### config.mk
export PLATFORM = sky130hd
export DESIGN_NAME = fetch_top
export DESIGN_NICKNAME = d
export VERILOG_FILES = /design/src/logic/fetch_pkg.sv /design/src/logic/if_stage.sv /design/src/logic/next_pc_predict.sv /design/src/logic/icache.sv /design/src/logic/icache_fill_ctrl.sv /design/src/logic/fetch_top.sv
export SDC_FILE = /design/constraint.sdc
export NUM_CORES = 2
export LEC_CHECK = 0
export BUFFER_PORTS_ARGS = -buffer_cell sky130_fd_sc_hd__buf_2
export CELL_PAD_IN_SITES_DETAIL_PLACEMENT = 2
export CELL_PAD_IN_SITES_GLOBAL_PLACEMENT = 2
export CORE_UTILIZATION = 30
export CTS_BUF_LIST = sky130_fd_sc_hd__clkbuf_16
export DETAILED_ROUTE_END_ITERATION = 10
export PLACE_DENSITY = 0.55
export SYNTH_ARGS = -nofsm -noshare
export SYNTH_HDL_FRONTEND = slang
export SYNTH_SLANG_ARGS = --single-unit
### constraint.sdc
create_clock -name clock -period 10.9 [get_ports clock]
set_input_delay 1.09 -clock clock [delete_from_list [all_inputs] [get_ports clock]]
set_output_delay 1.09 -clock clock [all_outputs]
set_load 0.005 [all_outputs]
### src/logic/fetch_pkg.sv
package fetch_pkg;

	//////////////////////////////////////////////////
	// widths and cache geometry
	//////////////////////////////////////////////////
	localparam int xlen        = 32;  // address and data width
	localparam int ways        = 2;   // words handed to decode per cycle
	localparam int line_bits   = 64;  // one cache line holds two words
	localparam int icache_sets = 16;  // direct mapped, one line per set
	localparam int index_bits  = 4;   // log2 of icache_sets
	localparam int tag_bits    = xlen - 3 - index_bits;  // above index and byte offset

	localparam logic [6:0] opcode_jal = 7'b1101111;  // jump and link

	//////////////////////////////////////////////////
	// structs
	//////////////////////////////////////////////////

	// one slot of the fetch packet going to decode
	typedef struct packed {
		logic            valid;
		logic [xlen-1:0] inst;
		logic [xlen-1:0] pc;
		logic [xlen-1:0] npc;  // pc + 4
	} if_id_packet_t;

	// plain view of a word, only the opcode is split out
	typedef struct packed {
		logic [24:0] fields;
		logic [6:0]  opcode;
	} inst_raw_t;

	// J type layout, immediate bits are scattered
	typedef struct packed {
		logic       imm_20;
		logic [9:0] imm_10_1;
		logic       imm_11;
		logic [7:0] imm_19_12;
		logic [4:0] rd;
		logic [6:0] opcode;
	} inst_jal_t;

	typedef union packed {
		inst_raw_t raw;
		inst_jal_t jal;
	} inst_word_u;

	// predictor result
	typedef struct packed {
		logic            taken;   // a jal was found
		logic            way;     // slot holding that jal
		logic [xlen-1:0] target;  // next fetch pc
	} pred_t;

	// wishbone classic master side
	typedef struct packed {
		logic            cyc;
		logic            stb;
		logic            we;
		logic [xlen-1:0] adr;
	} wb_req_t;

	// wishbone classic slave side
	typedef struct packed {
		logic [xlen-1:0] dat;
		logic            ack;
	} wb_rsp_t;

	// line write from fill controller into the cache
	typedef struct packed {
		logic                 we;
		logic [index_bits-1:0] index;
		logic [tag_bits-1:0]   tag;
		logic [line_bits-1:0]  line;
	} fill_t;

endpackage

### src/logic/if_stage.sv
`timescale 1ns/1ps

module if_stage (
	input  logic                                                 clock,
	input  logic                                                 reset,
	input  logic                                                 stall,
	input  logic                                                 take_branch,
	input  logic [fetch_pkg::xlen-1:0]                           target_pc,
	input  logic [fetch_pkg::ways-1:0][fetch_pkg::line_bits-1:0] line,
	input  logic [fetch_pkg::ways-1:0]                           hit,
	input  fetch_pkg::pred_t                                     pred,
	output logic [fetch_pkg::ways-1:0][fetch_pkg::xlen-1:0]      fetch_addr,
	output fetch_pkg::if_id_packet_t [fetch_pkg::ways-1:0]       packets
);

	logic [fetch_pkg::xlen-1:0]                      pc_reg;    // pc of way 0
	logic [fetch_pkg::ways-1:0][fetch_pkg::xlen-1:0] way_pc;    // pc of each slot
	logic [fetch_pkg::ways-1:0][fetch_pkg::xlen-1:0] word_sel;  // word picked from line
	logic                                            all_hit;
	logic                                            pc_enable;

	// consecutive words, each slot 4 bytes past the one before
	always_comb begin
		way_pc[0] = pc_reg;
		for (int i = 1; i < fetch_pkg::ways; i++) begin
			way_pc[i] = way_pc[i-1] + 32'd4;
		end
	end

	assign all_hit = &hit;  // a packet only goes out when every slot hit

	//////////////////////////////////////////////////
	// per slot address, word select and validity
	//////////////////////////////////////////////////
	for (genvar i = 0; i < fetch_pkg::ways; i++) begin : g_way
		assign fetch_addr[i] = {way_pc[i][fetch_pkg::xlen-1:3], 3'b000};  // line aligned
		// pc bit 2 picks the upper word of the 64-bit line
		assign word_sel[i] = way_pc[i][2] ? line[i][63:32] : line[i][31:0];

		assign packets[i].inst = word_sel[i];
		assign packets[i].pc   = way_pc[i];
		assign packets[i].npc  = way_pc[i] + 32'd4;

		// slots behind a taken jal are killed
		assign packets[i].valid = all_hit
			&& (word_sel[i] != '0)  // zero word marks an empty slot
			&& !stall
			&& (!pred.taken || (i <= int'(pred.way)));
	end

	// advance only once the whole fetch group is present
	assign pc_enable = !stall && all_hit;

	//////////////////////////////////////////////////
	// pc register
	//////////////////////////////////////////////////
	always_ff @(posedge clock) begin
		if (reset) begin
			pc_reg <= '0;                // fetch starts at 0
		end else if (take_branch) begin
			pc_reg <= target_pc;         // redirect wins over stall and miss
		end else if (pc_enable) begin
			pc_reg <= pred.target;       // jal target or pc + 8
		end
	end

endmodule

### src/logic/next_pc_predict.sv
`timescale 1ns/1ps

module next_pc_predict (
	input  fetch_pkg::if_id_packet_t [fetch_pkg::ways-1:0] packets,
	output fetch_pkg::pred_t                               pred
);

	fetch_pkg::inst_word_u [fetch_pkg::ways-1:0]           word;     // decoded views
	logic [fetch_pkg::ways-1:0]                            is_jal;
	logic [fetch_pkg::ways-1:0][fetch_pkg::xlen-1:0]       jal_dest; // pc + imm per slot

	// rebuild the J immediate from its scattered fields, bit 0 is always zero
	function automatic logic [fetch_pkg::xlen-1:0] j_imm(input fetch_pkg::inst_word_u w);
		return {
			{11{w.jal.imm_20}},  // sign extension
			w.jal.imm_20,
			w.jal.imm_19_12,
			w.jal.imm_11,
			w.jal.imm_10_1,
			1'b0
		};
	endfunction

	//////////////////////////////////////////////////
	// predecode each slot
	//////////////////////////////////////////////////
	for (genvar i = 0; i < fetch_pkg::ways; i++) begin : g_pre
		assign word[i]     = packets[i].inst;
		assign is_jal[i]   = (word[i].raw.opcode == fetch_pkg::opcode_jal);
		assign jal_dest[i] = packets[i].pc + j_imm(word[i]);
	end

	// scan from the top down so the lowest jal slot wins
	always_comb begin
		pred.taken  = 1'b0;
		pred.way    = 1'b0;
		pred.target = packets[0].pc + 32'd8;  // sequential, next fetch group
		for (int i = fetch_pkg::ways - 1; i >= 0; i--) begin
			if (is_jal[i]) begin
				pred.taken  = 1'b1;
				pred.way    = i[0];
				pred.target = jal_dest[i];
			end
		end
	end

endmodule

### src/logic/icache.sv
`timescale 1ns/1ps

module icache (
	input  logic                                                 clock,
	input  logic                                                 reset,
	input  logic [fetch_pkg::ways-1:0][fetch_pkg::xlen-1:0]      fetch_addr,
	input  fetch_pkg::fill_t                                     fill,
	output logic [fetch_pkg::ways-1:0][fetch_pkg::line_bits-1:0] line,
	output logic [fetch_pkg::ways-1:0]                           hit,
	output logic                                                 miss_valid,
	output logic [fetch_pkg::xlen-1:0]                           miss_addr
);

	//////////////////////////////////////////////////
	// storage
	//////////////////////////////////////////////////
	logic [fetch_pkg::tag_bits-1:0]  tag_mem  [fetch_pkg::icache_sets];
	logic [fetch_pkg::line_bits-1:0] data_mem [fetch_pkg::icache_sets];
	logic [fetch_pkg::icache_sets-1:0] valid_bits;  // one per set

	// per port address split
	logic [fetch_pkg::ways-1:0][fetch_pkg::index_bits-1:0] rd_index;
	logic [fetch_pkg::ways-1:0][fetch_pkg::tag_bits-1:0]   rd_tag;

	// valid bits are the only state that needs clearing
	always_ff @(posedge clock) begin
		if (reset) begin
			valid_bits <= '0;
		end else if (fill.we) begin
			valid_bits[fill.index] <= 1'b1;
		end
	end

	// tag and line written together on the fill pulse
	always_ff @(posedge clock) begin
		if (fill.we) begin
			tag_mem[fill.index]  <= fill.tag;
			data_mem[fill.index] <= fill.line;
		end
	end

	//////////////////////////////////////////////////
	// read ports
	//////////////////////////////////////////////////
	for (genvar i = 0; i < fetch_pkg::ways; i++) begin : g_port
		assign rd_index[i] = fetch_addr[i][3 +: fetch_pkg::index_bits];
		assign rd_tag[i]   = fetch_addr[i][fetch_pkg::xlen-1 -: fetch_pkg::tag_bits];

		// asynchronous read, a fill shows up the cycle after its write
		assign line[i] = data_mem[rd_index[i]];
		assign hit[i]  = valid_bits[rd_index[i]] && (tag_mem[rd_index[i]] == rd_tag[i]);
	end

	//////////////////////////////////////////////////
	// miss report
	//////////////////////////////////////////////////
	assign miss_valid = ~&hit;  // any port missing

	// lowest numbered missing way gets refilled first
	always_comb begin
		miss_addr = {fetch_addr[0][fetch_pkg::xlen-1:3], 3'b000};
		for (int i = fetch_pkg::ways - 1; i >= 0; i--) begin
			if (!hit[i]) begin
				miss_addr = {fetch_addr[i][fetch_pkg::xlen-1:3], 3'b000};
			end
		end
	end

endmodule

### src/logic/icache_fill_ctrl.sv
`timescale 1ns/1ps

module icache_fill_ctrl (
	input  logic                       clock,
	input  logic                       reset,
	input  logic                       miss_valid,
	input  logic [fetch_pkg::xlen-1:0] miss_addr,
	input  fetch_pkg::wb_rsp_t         wb_rsp,
	output fetch_pkg::wb_req_t         wb_req,
	output fetch_pkg::fill_t           fill
);

	typedef enum logic [1:0] {
		st_idle,   // waiting for a miss
		st_req,    // cyc and stb held until ack
		st_gap,    // bus idle between the two beats
		st_write   // one-cycle line write into the cache
	} state_t;

	state_t state;
	logic   beat;  // 0 low word, 1 high word

	// payload, loaded along the way
	logic [fetch_pkg::xlen-4:0]         line_addr;  // line number, byte offset dropped
	logic [1:0][fetch_pkg::xlen-1:0]    word_buf;   // [0] low word, [1] high word

	//////////////////////////////////////////////////
	// fsm
	//////////////////////////////////////////////////
	always_ff @(posedge clock) begin
		if (reset) begin
			state <= st_idle;
			beat  <= 1'b0;
		end else begin
			case (state)
				st_idle: begin
					if (miss_valid) begin
						state <= st_req;
						beat  <= 1'b0;  // always start on the low word
					end
				end
				st_req: begin
					if (wb_rsp.ack) begin
						state <= beat ? st_write : st_gap;
						beat  <= ~beat;  // wraps back to 0 after the high word
					end
				end
				st_gap:   state <= st_req;
				st_write: state <= st_idle;
				default:  state <= st_idle;
			endcase
		end
	end

	// latch the line address once, the cache request may move meanwhile
	always_ff @(posedge clock) begin
		if (state == st_idle && miss_valid) begin
			line_addr <= miss_addr[fetch_pkg::xlen-1:3];
		end
		if (state == st_req && wb_rsp.ack) begin
			word_buf[beat] <= wb_rsp.dat;  // capture on the ack cycle
		end
	end

	//////////////////////////////////////////////////
	// bus and fill outputs
	//////////////////////////////////////////////////
	always_comb begin
		wb_req.cyc = (state == st_req);
		wb_req.stb = (state == st_req);  // classic cycle, stb follows cyc
		wb_req.we  = 1'b0;               // reads only
		wb_req.adr = {line_addr, beat, 2'b00};
	end

	always_comb begin
		fill.we    = (state == st_write);
		fill.index = line_addr[fetch_pkg::index_bits-1:0];
		fill.tag   = line_addr[fetch_pkg::xlen-4 -: fetch_pkg::tag_bits];
		fill.line  = word_buf;  // high word in the upper half
	end

endmodule

### src/logic/fetch_top.sv
`timescale 1ns/1ps

module fetch_top (
	input  logic                                           clock,
	input  logic                                           reset,
	input  logic                                           stall,
	input  logic                                           take_branch,
	input  logic [fetch_pkg::xlen-1:0]                     target_pc,
	input  fetch_pkg::wb_rsp_t                             wb_rsp,
	output fetch_pkg::wb_req_t                             wb_req,
	output fetch_pkg::if_id_packet_t [fetch_pkg::ways-1:0] packets
);

	//////////////////////////////////////////////////
	// internal wires
	//////////////////////////////////////////////////
	logic [fetch_pkg::ways-1:0][fetch_pkg::xlen-1:0]      fetch_addr;  // line aligned, per way
	logic [fetch_pkg::ways-1:0][fetch_pkg::line_bits-1:0] line;
	logic [fetch_pkg::ways-1:0]                           hit;
	logic                                                 miss_valid;
	logic [fetch_pkg::xlen-1:0]                           miss_addr;
	fetch_pkg::fill_t                                     fill;
	fetch_pkg::pred_t                                     pred;

	// pc, word select, validity
	if_stage if_stage_i (
		.clock       (clock),
		.reset       (reset),
		.stall       (stall),
		.take_branch (take_branch),
		.target_pc   (target_pc),
		.line        (line),
		.hit         (hit),
		.pred        (pred),
		.fetch_addr  (fetch_addr),
		.packets     (packets)
	);

	// reads inst and pc only, the kill uses its result
	next_pc_predict next_pc_predict_i (
		.packets (packets),
		.pred    (pred)
	);

	icache icache_i (
		.clock      (clock),
		.reset      (reset),
		.fetch_addr (fetch_addr),
		.fill       (fill),
		.line       (line),
		.hit        (hit),
		.miss_valid (miss_valid),
		.miss_addr  (miss_addr)
	);

	// refill over wishbone, two beats per line
	icache_fill_ctrl icache_fill_ctrl_i (
		.clock      (clock),
		.reset      (reset),
		.miss_valid (miss_valid),
		.miss_addr  (miss_addr),
		.wb_rsp     (wb_rsp),
		.wb_req     (wb_req),
		.fill       (fill)
	);

endmodule

==> reports/qor.csv <==
stage,metric,value,unit
status,status,"complete, no violations",
detailed_routing,Final ANT Viol Nets,0,
detailed_routing,Routed WL per cell,37.4,µm
sta,Worst Skew,0.0844,ns
critical_path,CP max FO,151,
synth,Syn Std Cell Area,0.0784,mm²
clock_network,"CTS clk-pin slew, worst paths",0.06,ns
synth,post-synthesis simple-gate area fraction,5.62,%
synth,sequential share of the synthesized area,59.5,%
synth,"FFs w/ async S/R, synth",0,%
detailed_routing,DR DRC count,0,
synth,"EDFF count, synth",1517,
detailed_routing,vias per cell,5.73,
floorplanning,die height,513,µm
detailed_routing,final wirelength,316000,µm
finish,synth-to-layout area growth,14.5,%
critical_path,Worst Setup Start Kind,flip-flop,
critical_path,critical path arrival,7.86,ns
pwr,total power divided by cell area,166,mW/mm²
floorplanning,chip width,513,µm
sta,post-route minimum period,8.95,ns
detailed_routing,first-iteration detailed-routing DRC count,4084,
synth,Post-Syn Area per Cell,16.8,µm²
finish,Final Instance Area,0.0898,mm²
sta,max-slew violations,0,
sta,count of final setup violators,0,
pwr,total power,0.0149,W
placement,GPL Wtd Cong,0.862,
job,max-capacitance violation count,0,
sta,final hold violations,0,
floorplanning,Core Area,0.260,mm²
synth,Synth Area in Adders,1.03,%
critical_path,WP data required,9.81,ns
clock_network,Clock Tree Buf Depth,3,
pwr,Max rail drop VDD,0.166,mV
clock_network,Clock Latency Late Sink,0.87,ns
sta,RSZ-0062 raised after global routing,false,
floorplanning,Initial Utilization,30.2,%
clock_network,CTS sink cnt,1572,
finish,fill count,25713,
sta,final worst setup slack,1.95,ns
detailed_routing,TritonRoute pass-1 iters,5,
finish,Reg area,0.0467,mm²
critical_path,critical path class,reg2out,
sta,Rel. slew slack,20.0,%
sta,worst slew pin tran,1.20,ns
synth,Yosys reg bits,1572,
grt,grt total ovfl,0,
finish,max FFs per register,1024,
synth,cell taking the most area after synthesis,edfxtp_1,
sta,Setup TNS,0,ns
clock_network,post-CTS setup buffers,0,
critical_path,FF-to-FF setup slack,2.75,ns
placement,placed cell count,8119,
synth,yosys warns,0,
finish,fin cells,8464,
floorplanning,Top Ports,298,
clock_network,CTS tree,built,
floorplanning,Die ar.,0.263,mm²
synth,synth unique cells,102,
synth,largest family of logic cells by synthesized area,multiplexers,
placement,dpl cell area,0.0837,mm²
hold_path,worst hold-check path type,in2reg,
placement,HPWL after DPL,195000,µm
synth,XOR/XNOR share of the synthesized area,2.47,%
clock_network,CTS buffer count,182,
finish,Largest Register,icache_i.data_mem,
synth,Synth area leaders,"edfxtp_1 (58%), mux4_2 (21%), mux2i_1 (2.3%)",
grt,largest net degree at the start of global routing,152,
synth,mux cell area share after synthesis,23.9,%
clock_network,Root Driver,clkbuf_16,
finish,layout cells sized above 1,30.7,%
synth,Cells after Synth,4655,
synth,Synth Area in Compound Gates,4.47,%
placement,IO buf count,294,
finish,nets,5034,
clock_network,CTS HTree Levels,4,
sta,final worst-path cycle share,82.1,%
synth,top_reg_cell synth,edfxtp_1,
grt,Total GRT Usage,23.8,%
synth,"count leader, synth",edfxtp_1,
detailed_routing,via count,48532,
grt,initial antenna violation count,17,
synth,top cell type's share of synthesized area,58.1,%
floorplanning,Rows,187,
finish,area occupied by multi-input gates,0.0296,mm²
grt,number of global-route vias before repair,51672,
clock_network,hold_buf cts,0,
synth,leading cell types by count after synthesis,"edfxtp_1 (1517), mux4_2 (742), nand2_1 (351)",
placement,Place WS,2.60,ns
critical_path,CP Capture Type,output port,
clock_network,CTS resizes,0,
grt,first-pass GRT wire length,438000,µm
pwr,leak pwr,29.1,nW
sta,Max Freq,112,MHz
## routing by layer
layer	track usage [%]	share of wire, %	vias to the layer above
li1	-	-	19629
met1	32.2	43	27048
met2	40.0	49	1464
met3	3.10	4.7	387
met4	6.89	3.0	4
met5	0	0.0085	-
## per-stage QoR
stage	hold slack [ns]	util (%)
2_1_floorplan	0.452	-
6_report	0.407	34.6
3_3_place_gp	0.468	32.2
3_5_place_dp	0.485	32.2
4_1_cts	0.335	34.6
5_1_grt	0.359	34.6
## placed cells by master (no fill, tap or decap), drive strengths merged, types with 55 or more instances in the layout
cell type	count
dfxtp	55
inv	89
clkbuf	182
xor2	95
nor2	177
edfxtp	1517
buf	451
mux4	742
a21oi	79
nand2	351
nand3	90
nor3	64
mux2i	181
ha	63
xnor2	122
clkinv	89
o21ai	88
## path summary, 6_finish.rpt
check	startpoint	end	depth (start not counted)
hold reg to reg	icache_i.valid_bits[14]$_SDFFE_PP0P_	icache_i.valid_bits[14]$_SDFFE_PP0P_	2
hold / removal	wb_rsp[21]	icache_fill_ctrl_i.fill[52]$_DFFE_PP_	1
setup / recovery	if_stage_i.pc_reg[3]$_SDFFE_PP0N_	packets[193]	15
setup reg to reg	if_stage_i.pc_reg[3]$_SDFFE_PP0N_	if_stage_i.pc_reg[29]$_SDFFE_PP0N_	23
## area by class of cell
class                   instances  share of cell area (%)
diodes                          6                  0.0167
inverters                      51                   0.262
flip-flops and latches       1572                    52.0
well taps                    3402                    4.74
repair buffers                451                    3.18
clock inverters               157                    1.71
multi-input cells            2643                    33.0
clock buffers                 182                    5.07
## where the power goes
| group | leakage, nW | internal [W] | switching [W] |
|---|---|---|---|
| sequential | 14.2 | 0.00665 | 0.000104 |
| clock | 3.07 | 0.00354 | 0.00270 |
| combinational | 11.8 | 0.000737 | 0.00120 |
## critical path, stage by stage (launching register included)
cell      delay [ns]
dfxtp_1         0.81
ha_1            0.29
buf_4           0.19
and3b_1         0.48
nor2_8          0.09
inv_16          0.50
mux4_2          0.43
a22o_1          0.24
a221oi_1        0.69
xnor2_1         0.19
nor4_1          0.30
nand4_1         0.43
or4_1           0.64
or4_1           0.65
nor3_1          0.63
buf_2           0.23
## cell families (layout without fill, tap and decap cells)
family / after synthesis / in the layout
compound gates: 494 / 494
xor+xnor: 217 / 217
fa+ha+maj: 64 / 64
buf+inv: 442 / 841
flops: 1572 / 1572
mux: 944 / 944
other cells: 1 / 9
simple gates: 921 / 921
Power figures use the tool's default switching activity.
